### src/lcd_pkg.sv
`default_nettype none

package lcd_pkg;

    // ------------------------------
    // Bundled signal types
    // ------------------------------
    typedef struct packed {
        logic hs;                   // Horizontal sync
        logic vs;                   // Vertical sync
        logic de;                   // Data enable
    } lcd_sync_t;

    typedef struct packed {
        logic [10:0] x;             // Active-area column
        logic [10:0] y;             // Active-area row
    } pix_pos_t;

    typedef struct packed {
        logic [10:0] h_disp;        // Visible pixels per line
        logic [10:0] h_sync;
        logic [10:0] h_back;
        logic [10:0] h_total;       // Full line incl. porches
        logic [10:0] v_disp;        // Visible lines per frame
        logic [10:0] v_sync;
        logic [10:0] v_back;
        logic [10:0] v_total;
        logic [2:0]  clk_div;       // sys_clk cycles per pixel
    } panel_cfg_t;

    // ------------------------------
    // Panel timing profiles
    // ------------------------------
    localparam int SYNC_LEN    = 2;  // Same pulse width in both directions
    localparam int BACK_PORCH  = 3;
    localparam int FRONT_PORCH = 2;
    localparam int ID_SETTLE   = 4;  // Strap sampled on this clock after reset

    // Builds one profile from its visible size and pixel divider
    function automatic panel_cfg_t make_cfg(input int width, input int height, input int div);
        panel_cfg_t c;
        c.h_disp  = 11'(width);
        c.h_sync  = 11'(SYNC_LEN);
        c.h_back  = 11'(BACK_PORCH);
        c.h_total = 11'(SYNC_LEN + BACK_PORCH + width + FRONT_PORCH);
        c.v_disp  = 11'(height);
        c.v_sync  = 11'(SYNC_LEN);
        c.v_back  = 11'(BACK_PORCH);
        c.v_total = 11'(SYNC_LEN + BACK_PORCH + height + FRONT_PORCH);
        c.clk_div = 3'(div);
        return c;
    endfunction

    // Indexed by decoded strap, entry 3 mirrors entry 0
    localparam panel_cfg_t PANEL_TABLE [0:3] = '{
        make_cfg(32, 12, 1),
        make_cfg(48, 16, 2),
        make_cfg(64, 20, 4),
        make_cfg(32, 12, 1)
    };

    localparam logic [15:0] PANEL_ID [0:3] = '{
        16'h4342,
        16'h7084,
        16'h1018,
        16'h4342                     // Fallback code
    };

    // ------------------------------
    // Hex overlay geometry
    // ------------------------------
    localparam int CHAR_POS_X  = 1;                      // Box origin column
    localparam int CHAR_POS_Y  = 1;                      // Box origin row
    localparam int CHAR_DIGITS = 6;                      // Nibbles of a 24-bit value
    localparam int GLYPH_W     = 8;
    localparam int GLYPH_H     = 8;
    localparam int CHAR_WIDTH  = CHAR_DIGITS * GLYPH_W;  // 48
    localparam int CHAR_HEIGHT = GLYPH_H;                // 8

    localparam logic [15:0] WHITE_565 = 16'hFFFF;        // Background
    localparam logic [15:0] BLACK_565 = 16'h0000;        // Glyph ink

    // 8x8 glyphs, bit 7 is the leftmost pixel
    localparam logic [7:0] HEX_FONT [0:15][0:7] = '{
        '{8'h3C, 8'h66, 8'h6E, 8'h76, 8'h66, 8'h66, 8'h3C, 8'h00},  // 0
        '{8'h18, 8'h38, 8'h18, 8'h18, 8'h18, 8'h18, 8'h7E, 8'h00},  // 1
        '{8'h3C, 8'h66, 8'h06, 8'h0C, 8'h30, 8'h60, 8'h7E, 8'h00},  // 2
        '{8'h3C, 8'h66, 8'h06, 8'h1C, 8'h06, 8'h66, 8'h3C, 8'h00},  // 3
        '{8'h0C, 8'h1C, 8'h3C, 8'h6C, 8'h7E, 8'h0C, 8'h0C, 8'h00},  // 4
        '{8'h7E, 8'h60, 8'h7C, 8'h06, 8'h06, 8'h66, 8'h3C, 8'h00},  // 5
        '{8'h3C, 8'h66, 8'h60, 8'h7C, 8'h66, 8'h66, 8'h3C, 8'h00},  // 6
        '{8'h7E, 8'h66, 8'h0C, 8'h18, 8'h18, 8'h18, 8'h18, 8'h00},  // 7
        '{8'h3C, 8'h66, 8'h66, 8'h3C, 8'h66, 8'h66, 8'h3C, 8'h00},  // 8
        '{8'h3C, 8'h66, 8'h66, 8'h3E, 8'h06, 8'h66, 8'h3C, 8'h00},  // 9
        '{8'h18, 8'h3C, 8'h66, 8'h7E, 8'h66, 8'h66, 8'h66, 8'h00},  // A
        '{8'h7C, 8'h66, 8'h66, 8'h7C, 8'h66, 8'h66, 8'h7C, 8'h00},  // B
        '{8'h3C, 8'h66, 8'h60, 8'h60, 8'h60, 8'h66, 8'h3C, 8'h00},  // C
        '{8'h78, 8'h6C, 8'h66, 8'h66, 8'h66, 8'h6C, 8'h78, 8'h00},  // D
        '{8'h7E, 8'h60, 8'h60, 8'h78, 8'h60, 8'h60, 8'h7E, 8'h00},  // E
        '{8'h7E, 8'h60, 8'h60, 8'h78, 8'h60, 8'h60, 8'h60, 8'h00}   // F
    };

endpackage

`default_nettype wire

### src/lcd_char_overlay.sv
`timescale 1ns/1ps
`default_nettype none

module lcd_char_overlay import lcd_pkg::*; (
    input  logic        sys_clk,
    input  logic        rst_n,
    input  logic        pix_en,
    input  lcd_sync_t   sync,       // From the timing generator
    input  pix_pos_t    pos,
    input  logic [15:0] data_in,    // RGB565 source pixel
    input  logic [23:0] data,       // Value shown as hex
    output lcd_sync_t   ov_sync,    // sync one pixel period later
    output logic [15:0] ov_pixel
);

    logic [23:0] data_q;            // Frame-stable copy of data
    logic        frame_start;
    logic        in_box;
    logic [10:0] box_x;             // Offset inside the digit box
    logic [10:0] box_y;
    logic [2:0]  digit;             // 0 is the leftmost digit
    logic [2:0]  glyph_col;
    logic [2:0]  glyph_row;
    logic [3:0]  nibble;
    logic        font_bit;

    // ------------------------------
    // Box hit and glyph lookup
    // ------------------------------
    assign frame_start = pix_en && sync.vs && !ov_sync.vs;  // Rising vs at input

    assign in_box = sync.de
                 && (pos.x >= CHAR_POS_X) && (pos.x < CHAR_POS_X + CHAR_WIDTH)
                 && (pos.y >= CHAR_POS_Y) && (pos.y < CHAR_POS_Y + CHAR_HEIGHT);

    assign box_x = pos.x - 11'(CHAR_POS_X);
    assign box_y = pos.y - 11'(CHAR_POS_Y);

    assign digit     = 3'(box_x / GLYPH_W);
    assign glyph_col = 3'(box_x % GLYPH_W);
    assign glyph_row = 3'(box_y);

    // Most significant nibble goes to digit 0
    assign nibble   = 4'(data_q >> (4 * (CHAR_DIGITS - 1 - digit)));
    assign font_bit = HEX_FONT[nibble][glyph_row][3'(GLYPH_W - 1) - glyph_col];

    // ------------------------------
    // Pixel stage
    // ------------------------------
    always_ff @(posedge sys_clk or negedge rst_n) begin
        if (!rst_n) begin
            ov_sync <= '0;
        end else if (pix_en) begin
            ov_sync <= sync;
        end
    end

    always_ff @(posedge sys_clk) begin
        if (frame_start) begin
            data_q <= data;                         // No mixed digits in a frame
        end
        if (pix_en) begin
            if (in_box) begin
                ov_pixel <= font_bit ? BLACK_565 : WHITE_565;
            end else begin
                ov_pixel <= data_in;                // Passthrough
            end
        end
    end

    // Output enable moves only on the pixel strobe
    a_de_on_strobe: assert property (@(posedge sys_clk) disable iff (!rst_n)
        $rose(ov_sync.de) |-> $past(pix_en));

endmodule

`default_nettype wire

### src/lcd_id_reader.sv
`timescale 1ns/1ps
`default_nettype none

module lcd_id_reader import lcd_pkg::*; (
    input  logic        sys_clk,
    input  logic        rst_n,
    input  logic [2:0]  id_strap,   // Panel ID strap pins
    output panel_cfg_t  cfg,        // Timing of the detected panel
    output logic        cfg_valid,  // High once the strap is decoded
    output logic        pix_en,     // One sys_clk per pixel period
    output logic [15:0] lcd_id,
    output logic        lcd_pclk
);

    logic [1:0] settle_cnt;         // Delay past reset release
    logic       id_taken;
    logic [1:0] strap_idx;          // Strap folded onto the table
    logic [1:0] panel_idx;
    logic [2:0] div_cnt;            // Position inside the pixel period
    logic       div_last;
    logic [2:0] pclk_half;          // Cycles of pclk high time

    // ------------------------------
    // Strap sampling
    // ------------------------------
    assign strap_idx = id_strap[2] ? 2'd0 : id_strap[1:0];  // Codes 4..7 fall back to 0

    always_ff @(posedge sys_clk or negedge rst_n) begin
        if (!rst_n) begin
            settle_cnt <= '0;
            id_taken   <= 1'b0;
            panel_idx  <= '0;
            lcd_id     <= '0;
            cfg_valid  <= 1'b0;
        end else begin
            cfg_valid <= id_taken;                  // One cycle after the sample
            if (!id_taken) begin
                if (settle_cnt == 2'(ID_SETTLE - 1)) begin
                    id_taken  <= 1'b1;
                    panel_idx <= strap_idx;
                    lcd_id    <= PANEL_ID[strap_idx];
                end else begin
                    settle_cnt <= settle_cnt + 2'd1;
                end
            end
        end
    end

    assign cfg = PANEL_TABLE[panel_idx];

    // ------------------------------
    // Pixel strobe and pclk
    // ------------------------------
    assign div_last  = (div_cnt == cfg.clk_div - 3'd1);
    assign pclk_half = cfg.clk_div >> 1;

    always_ff @(posedge sys_clk or negedge rst_n) begin
        if (!rst_n) begin
            div_cnt  <= '0;
            pix_en   <= 1'b0;
            lcd_pclk <= 1'b0;
        end else if (!cfg_valid) begin
            div_cnt  <= '0;                         // Hold divider until decode
            pix_en   <= 1'b0;
            lcd_pclk <= 1'b0;
        end else begin
            div_cnt <= div_last ? 3'd0 : div_cnt + 3'd1;
            pix_en  <= div_last;
            // Divide by 1 cannot toggle, so the strobe itself goes out
            lcd_pclk <= (cfg.clk_div == 3'd1) ? pix_en : (div_cnt < pclk_half);
        end
    end

    // Strobe only starts after the profile is known
    a_pix_en_after_cfg: assert property (@(posedge sys_clk) disable iff (!rst_n)
        $rose(pix_en) |-> $past(cfg_valid));

endmodule

`default_nettype wire

### src/lcd_rgb_out.sv
`timescale 1ns/1ps
`default_nettype none

module lcd_rgb_out import lcd_pkg::*; (
    input  logic        sys_clk,
    input  logic        rst_n,
    input  logic        pix_en,
    input  lcd_sync_t   ov_sync,
    input  logic [15:0] ov_pixel,   // RGB565 after overlay
    input  logic        cfg_valid,
    output logic        lcd_hs,
    output logic        lcd_vs,
    output logic        lcd_de,
    output logic [23:0] lcd_rgb,    // RGB888 pins
    output logic        lcd_bl,     // Backlight
    output logic        lcd_rst     // Panel reset, low while undecoded
);

    logic [23:0] rgb888;
    logic        frame_start;

    // Low bits zero-filled
    assign rgb888 = {ov_pixel[15:11], 3'b000,      // Red 5+3
                     ov_pixel[10:5],  2'b00,       // Green 6+2
                     ov_pixel[4:0],   3'b000};     // Blue 5+3

    assign frame_start = pix_en && ov_sync.vs && !lcd_vs;

    always_ff @(posedge sys_clk or negedge rst_n) begin
        if (!rst_n) begin
            lcd_hs  <= 1'b0;
            lcd_vs  <= 1'b0;
            lcd_de  <= 1'b0;
            lcd_rgb <= '0;
            lcd_bl  <= 1'b0;
            lcd_rst <= 1'b0;
        end else begin
            lcd_rst <= cfg_valid;
            if (!cfg_valid) begin
                lcd_bl <= 1'b0;
            end else if (frame_start) begin
                lcd_bl <= 1'b1;                     // First frame reached the pins
            end
            if (pix_en) begin
                lcd_hs  <= ov_sync.hs;
                lcd_vs  <= ov_sync.vs;
                lcd_de  <= ov_sync.de;
                lcd_rgb <= ov_sync.de ? rgb888 : 24'd0;  // Black in blanking
            end
        end
    end

    // Panel never receives pixels with the backlight still off
    a_bl_before_de: assert property (@(posedge sys_clk) disable iff (!rst_n)
        lcd_de |-> lcd_bl);

endmodule

`default_nettype wire

### src/lcd_rgb_top.sv
`timescale 1ns/1ps
`default_nettype none

module lcd_rgb_top import lcd_pkg::*; (
    input  logic        sys_clk,
    input  logic        rst_n,
    input  logic        init_done,
    input  logic [2:0]  id_strap,
    input  logic [23:0] data,       // Shown as six hex digits
    input  logic [15:0] data_in,    // RGB565 source pixel
    output logic        data_req,
    output logic        lcd_hs,
    output logic        lcd_vs,
    output logic        lcd_de,
    output logic [23:0] lcd_rgb,
    output logic        lcd_pclk,
    output logic        lcd_bl,
    output logic        lcd_rst,
    output logic [15:0] lcd_id,
    output logic [10:0] pixel_xpos,
    output logic [10:0] pixel_ypos,
    output logic [10:0] h_disp,
    output logic [10:0] v_disp
);

    panel_cfg_t  cfg;
    logic        cfg_valid;
    logic        pix_en;
    lcd_sync_t   sync;              // Generator timing
    pix_pos_t    pos;
    lcd_sync_t   ov_sync;           // Timing after the overlay stage
    logic [15:0] ov_pixel;

    // ------------------------------
    // Panel detect and pixel strobe
    // ------------------------------
    lcd_id_reader u_id_reader (
        .sys_clk   (sys_clk),
        .rst_n     (rst_n),
        .id_strap  (id_strap),
        .cfg       (cfg),
        .cfg_valid (cfg_valid),
        .pix_en    (pix_en),
        .lcd_id    (lcd_id),
        .lcd_pclk  (lcd_pclk)
    );

    lcd_timing_gen u_timing_gen (
        .sys_clk   (sys_clk),
        .rst_n     (rst_n),
        .init_done (init_done),
        .cfg       (cfg),
        .cfg_valid (cfg_valid),
        .pix_en    (pix_en),
        .sync      (sync),
        .pos       (pos),
        .data_req  (data_req),
        .h_disp    (h_disp),
        .v_disp    (v_disp)
    );

    assign pixel_xpos = pos.x;
    assign pixel_ypos = pos.y;

    // ------------------------------
    // Pixel path
    // ------------------------------
    lcd_char_overlay u_char_overlay (
        .sys_clk  (sys_clk),
        .rst_n    (rst_n),
        .pix_en   (pix_en),
        .sync     (sync),
        .pos      (pos),
        .data_in  (data_in),
        .data     (data),
        .ov_sync  (ov_sync),
        .ov_pixel (ov_pixel)
    );

    lcd_rgb_out u_rgb_out (
        .sys_clk   (sys_clk),
        .rst_n     (rst_n),
        .pix_en    (pix_en),
        .ov_sync   (ov_sync),
        .ov_pixel  (ov_pixel),
        .cfg_valid (cfg_valid),
        .lcd_hs    (lcd_hs),
        .lcd_vs    (lcd_vs),
        .lcd_de    (lcd_de),
        .lcd_rgb   (lcd_rgb),
        .lcd_bl    (lcd_bl),
        .lcd_rst   (lcd_rst)
    );

endmodule

`default_nettype wire

### src/lcd_timing_gen.sv
`timescale 1ns/1ps
`default_nettype none

module lcd_timing_gen import lcd_pkg::*; (
    input  logic        sys_clk,
    input  logic        rst_n,
    input  logic        init_done,  // Raster held while low
    input  panel_cfg_t  cfg,
    input  logic        cfg_valid,
    input  logic        pix_en,
    output lcd_sync_t   sync,       // Registered hs/vs/de
    output pix_pos_t    pos,        // Active-area coordinates
    output logic        data_req,   // Source pixel needed this period
    output logic [10:0] h_disp,
    output logic [10:0] v_disp
);

    logic [10:0] h_cnt;             // Pixel within line
    logic [10:0] v_cnt;             // Line within frame
    logic [10:0] h_start;           // First active column count
    logic [10:0] h_end;
    logic [10:0] v_start;
    logic [10:0] v_end;
    logic        run;
    logic        line_end;
    logic        frame_end;
    logic        h_act;
    logic        v_act;

    assign run = init_done && cfg_valid;

    // ------------------------------
    // Window boundaries
    // ------------------------------
    assign h_start = cfg.h_sync + cfg.h_back;
    assign h_end   = h_start + cfg.h_disp;
    assign v_start = cfg.v_sync + cfg.v_back;
    assign v_end   = v_start + cfg.v_disp;

    assign line_end  = (h_cnt == cfg.h_total - 11'd1);
    assign frame_end = (v_cnt == cfg.v_total - 11'd1);

    assign h_act = (h_cnt >= h_start) && (h_cnt < h_end);
    assign v_act = (v_cnt >= v_start) && (v_cnt < v_end);

    // ------------------------------
    // Raster counters
    // ------------------------------
    always_ff @(posedge sys_clk or negedge rst_n) begin
        if (!rst_n) begin
            h_cnt <= '0;
            v_cnt <= '0;
        end else if (!run) begin
            h_cnt <= '0;                            // Restart from frame top
            v_cnt <= '0;
        end else if (pix_en) begin
            if (line_end) begin
                h_cnt <= '0;
                v_cnt <= frame_end ? 11'd0 : v_cnt + 11'd1;
            end else begin
                h_cnt <= h_cnt + 11'd1;
            end
        end
    end

    // Decoded outputs, one pixel period behind the counters
    always_ff @(posedge sys_clk or negedge rst_n) begin
        if (!rst_n) begin
            sync <= '0;
            pos  <= '0;
        end else if (!run) begin
            sync <= '0;
            pos  <= '0;
        end else if (pix_en) begin
            sync.hs <= (h_cnt < cfg.h_sync);        // Leading part of the line
            sync.vs <= (v_cnt < cfg.v_sync);
            sync.de <= h_act && v_act;
            if (h_act && v_act) begin
                pos.x <= h_cnt - h_start;
                pos.y <= v_cnt - v_start;
            end else begin
                pos <= '0;                          // Zero in blanking
            end
        end
    end

    assign data_req = sync.de;                      // One request per active pixel
    assign h_disp   = cfg.h_disp;
    assign v_disp   = cfg.v_disp;

    // Active window never overlaps the sync pulse
    a_de_not_hs: assert property (@(posedge sys_clk) disable iff (!rst_n)
        !(sync.de && sync.hs));

    a_pos_x_range: assert property (@(posedge sys_clk) disable iff (!rst_n)
        sync.de |-> (pos.x < cfg.h_disp));

endmodule

`default_nettype wire

### config.mk
export PLATFORM = sky130hd
export DESIGN_NAME = lcd_rgb_top
export DESIGN_NICKNAME = d
export VERILOG_FILES = /design/src/lcd_pkg.sv /design/src/lcd_char_overlay.sv /design/src/lcd_id_reader.sv /design/src/lcd_rgb_out.sv /design/src/lcd_rgb_top.sv /design/src/lcd_timing_gen.sv
export SDC_FILE = /design/constraint.sdc
export NUM_CORES = 1
export LEC_CHECK = 0
export BUFFER_PORTS_ARGS = -buffer_cell sky130_fd_sc_hd__buf_2
export CORE_MARGIN = 1
export CORE_UTILIZATION = 47
export CTS_BUF_LIST = sky130_fd_sc_hd__clkbuf_8 sky130_fd_sc_hd__clkbuf_16
export CTS_CLUSTER_SIZE = 30
export DETAILED_ROUTE_END_ITERATION = 8
export PLACE_DENSITY = 0.66
export SLEW_MARGIN = 20
export SYNTH_ARGS = -nofsm -noshare
export SYNTH_HDL_FRONTEND = slang
export SYNTH_HIERARCHICAL = 1
export SYNTH_SLANG_ARGS = --single-unit
export TNS_END_PERCENT = 10
### constraint.sdc
create_clock -name sys_clk -period 14.7 [get_ports sys_clk]
set_input_delay 1.47 -clock sys_clk [delete_from_list [all_inputs] [get_ports sys_clk]]
set_output_delay 1.47 -clock sys_clk [all_outputs]
set_load 0.02 [all_outputs]
==> results.json <==
{
  "viasPerCell": 5.75,
  "cts_tree": "yes",
  "dr.pass1.iters": 5,
  "core.rowCount": 59,
  "initial_core_util_pct": 47.8,
  "ctsHtreeMaxLevel": 4,
  "vias": 10400,
  "rsz0062_at_grt": "false",
  "port_buffers": 107,
  "cts_setup_buffers": 0,
  "ys.flop_type": "dfrtp_1",
  "critical_path_required_ns": 14.99,
  "yosysWarnings": 6,
  "skew_ns": 0.0116,
  "wl_mm": 32.0,
  "maxSlewViolCount": 0,
  "fin_nets": 1639,
  "status": "completed",
  "critPathMaxStageDelay_ns": 0.63,
  "finalNonFillerCells": 1809,
  "cp_common_cell": "ha_1",
  "max-cap-violations": 0,
  "cts_num_sinks": 127,
  "synth_area_per_cell_um2": 8.82,
  "antenna_found_initial": 1,
  "crit_fanout": 16,
  "postRouteAntennaNets": 0,
  "ctsResizeCount": 0,
  "grt_pass1_vias": 9900,
  "place_inst": 1776,
  "criticalPathCategory": "reg -> reg",
  "root_buffer": "clkbuf_16",
  "fin_crit_ns": 5.51,
  "cts.clk_slew.worst_paths_ns": 0.07,
  "core_um2": 26000,
  "syn_area_um2": 12400,
  "fmax_mhz": 181,
  "ios": 137,
  "wl_per_cell_um": 17.7,
  "gp_congestion": 0.973,
  "grt_max_degree": 78,
  "drc": 0,
  "grt_overflow": 0,
  "syn_inst": 1408,
  "critPathBufInv": 4,
  "period_share_pct": 37.5,
  "synth_edf_count": 40,
  "hp-class": "reg -> reg",
  "grt_pass1_wl_mm": 51.3,
  "yosys_register_bits": 127,
  "synth-seq-area-share_pct": 27.2,
  "worstPathArrival_ns": 5.81,
  "fin_util_pct": 50.6,
  "power_density_nw_per_um2": 95.0,
  "slew_headroom_pct": 30.5,
  "worst_pin_slew_ns": 1.04,
  "postCtsHoldBufs": 0,
  "path_cells": "inv_1, ha_1, nor3b_2, xnor2_4, inv_2, ha_1, clkinv_1, a211oi_1, o31ai_2, buf_4, ha_1, a311oi_1, a2111oi_0, a211oi_1, o211ai_1, nor4b_1, a32o_2, a21o_1",
  "ys_types": 100,
  "numCtsBuffers": 17,
  "area_delta_synth_final_pct": 5.99,
  "track_usage_pct": 24.2,
  "p_leak_nw": 5.96,
  "async_flop_share_pct": 68.5,
  "hold_violations": 0,
  "vdd_ir_drop_max_mv": 0.0620,
  "fp.dieH_um": 165,
  "dieArea_um2": 27100,
  "setup_viol": 0,
  "fp.dieW_um": 165,
  "fin_tns_setup_ns": 0,
  "drive_gt1_share_pct": 13.9,
  "hpwlAfterDp_mm": 24.4,
  "start_kind": "flip-flop",
  "cp_top_family": "compound AO/OA/AOI/OAI gates",
  "clock_path_buffers": 2,
  "cp-end-kind": "flip-flop",
  "cp_slowest_cell": "dfrtp_1",
  "drtIter0Drc": 761,
  "insertion_delay_ns": 0.43
}
==> kinds of logic after synthesis <==
family,count (synthesis),share of synthesized area [%]
AO/OA/AOI/OAI,369,20.6
XOR/XNOR,85,6.26
adder cells (fa/ha/maj),133,13.8
buffers and inverters,289,13.3
flip-flops,127,27.2
multiplexers,18,1.64
other,3,0.0907
AND/OR/NAND/NOR,384,17.1
==> state kept, by name, summed over array words and instances, names as in the netlist, 2 cells and up <==
signal	cells
u_id_reader/settle_cnt	2
u_timing_gen/pos	22
u_char_overlay/ov_sync	3
u_char_overlay/data_q	24
u_char_overlay/ov_pixel	16
u_id_reader/div_cnt	3
u_timing_gen/v_cnt	11
u_timing_gen/h_cnt	11
u_id_reader/lcd_id	5
u_rgb_out/lcd_rgb	16
u_id_reader/panel_idx	2
u_timing_gen/sync	2
==> per-stage QoR <==
| stage | cell area, um^2 | hold slack (ns) | setup WS (ns) | total power, mW |
|---|---|---|---|---|
| 2_1_floorplan | 12700 | 0.367 | 9.66 | 0.771 |
| 3_3_place_gp | 12600 | 0.375 | 9.36 | 0.802 |
| 3_5_place_dp | 12600 | 0.376 | 9.32 | 0.809 |
| 4_1_cts | 13100 | 0.391 | 9.28 | 1.23 |
| 5_1_grt | 13200 | 0.418 | 8.78 | 1.33 |
| 6_report | 13200 | 0.389 | 9.19 | 1.25 |
==> cell usage after synthesis, drive strengths merged (12+ instances only) <==
cell type,n,area (um^2)
nor3,25,130
a21o,32,240
o31ai,13,121
buf,147,1120
nand2,70,263
a21oi,72,364
inv,117,439
nand2b,19,119
nor2b,12,75.1
a211oi,18,150
nor4,18,134
xnor2,44,404
edfxtp,40,1200
a2111oi,13,133
dfrtp,87,2180
nand3,66,335
nor2,64,243
and3,17,111
xor2,40,350
a31oi,13,81.3
clkbuf,24,90.1
or3,18,113
ha,127,1590
o21ai,93,473
o211ai,16,125
==> routing by layer <==
| metal | part of all wire (%) | routed length (um) | GRT usage (%) |
|---|---|---|---|
| met1 | 44 | 14200 | 31.4 |
| met2 | 47 | 15000 | 40.2 |
| met3 | 5.5 | 1780 | 3.34 |
| met4 | 3.4 | 1080 | 10.5 |
| met5 | 0 | 0 | 0 |
==> final timing paths <==
| kind | start | to | slack, ns | cells past startpoint |
|---|---|---|---|---|
| setup / recovery | u_timing_gen/pos[11] | u_char_overlay/ov_pixel[11] | 9.19 | 18 |
| hold / removal | u_id_reader/id_taken | u_id_reader/cfg_valid | 0.39 | 0 |
| setup reg to reg | u_timing_gen/pos[11] | u_char_overlay/ov_pixel[11] | 9.19 | 18 |
| hold reg to reg | u_id_reader/id_taken | u_id_reader/cfg_valid | 0.39 | 0 |
| max in group asynchronous | rst_n | u_id_reader/pix_en | 12.89 | 2 |
| min in group asynchronous | rst_n | u_rgb_out/lcd_rgb[11] | 0.86 | 1 |
==> cell usage in the layout, fill, tap and decap left out, types with 40 or more instances in the layout <==
| master | instances |
|---|---|
| edfxtp_1 | 40 |
| buf_2 | 106 |
| nor2_1 | 62 |
| xor2_1 | 40 |
| xnor2_1 | 43 |
| dfrtp_1 | 86 |
| nand2_1 | 70 |
| ha_1 | 127 |
| a21oi_1 | 71 |
| inv_1 | 116 |
| o21ai_0 | 79 |
| conb_1 | 90 |
| nand3_1 | 65 |
==> power breakdown <==
group,switching [mW],internal (mW)
combinational,0.242,0.160
sequential,0.0266,0.407
clock,0.178,0.236
total,0.447,0.803
==> layout make-up <==
class / count / area (um^2)
fillers: 2465 / 12800
multi-input cells: 1079 / 7720
flip-flops and latches: 127 / 3380
repair buffers: 117 / 617
clock buffers: 19 / 464
inverters: 118 / 443
well taps: 335 / 419
clock inverters: 13 / 114
diodes: 1 / 2.50
No activity file was read; power rests on OpenSTA's default activity.
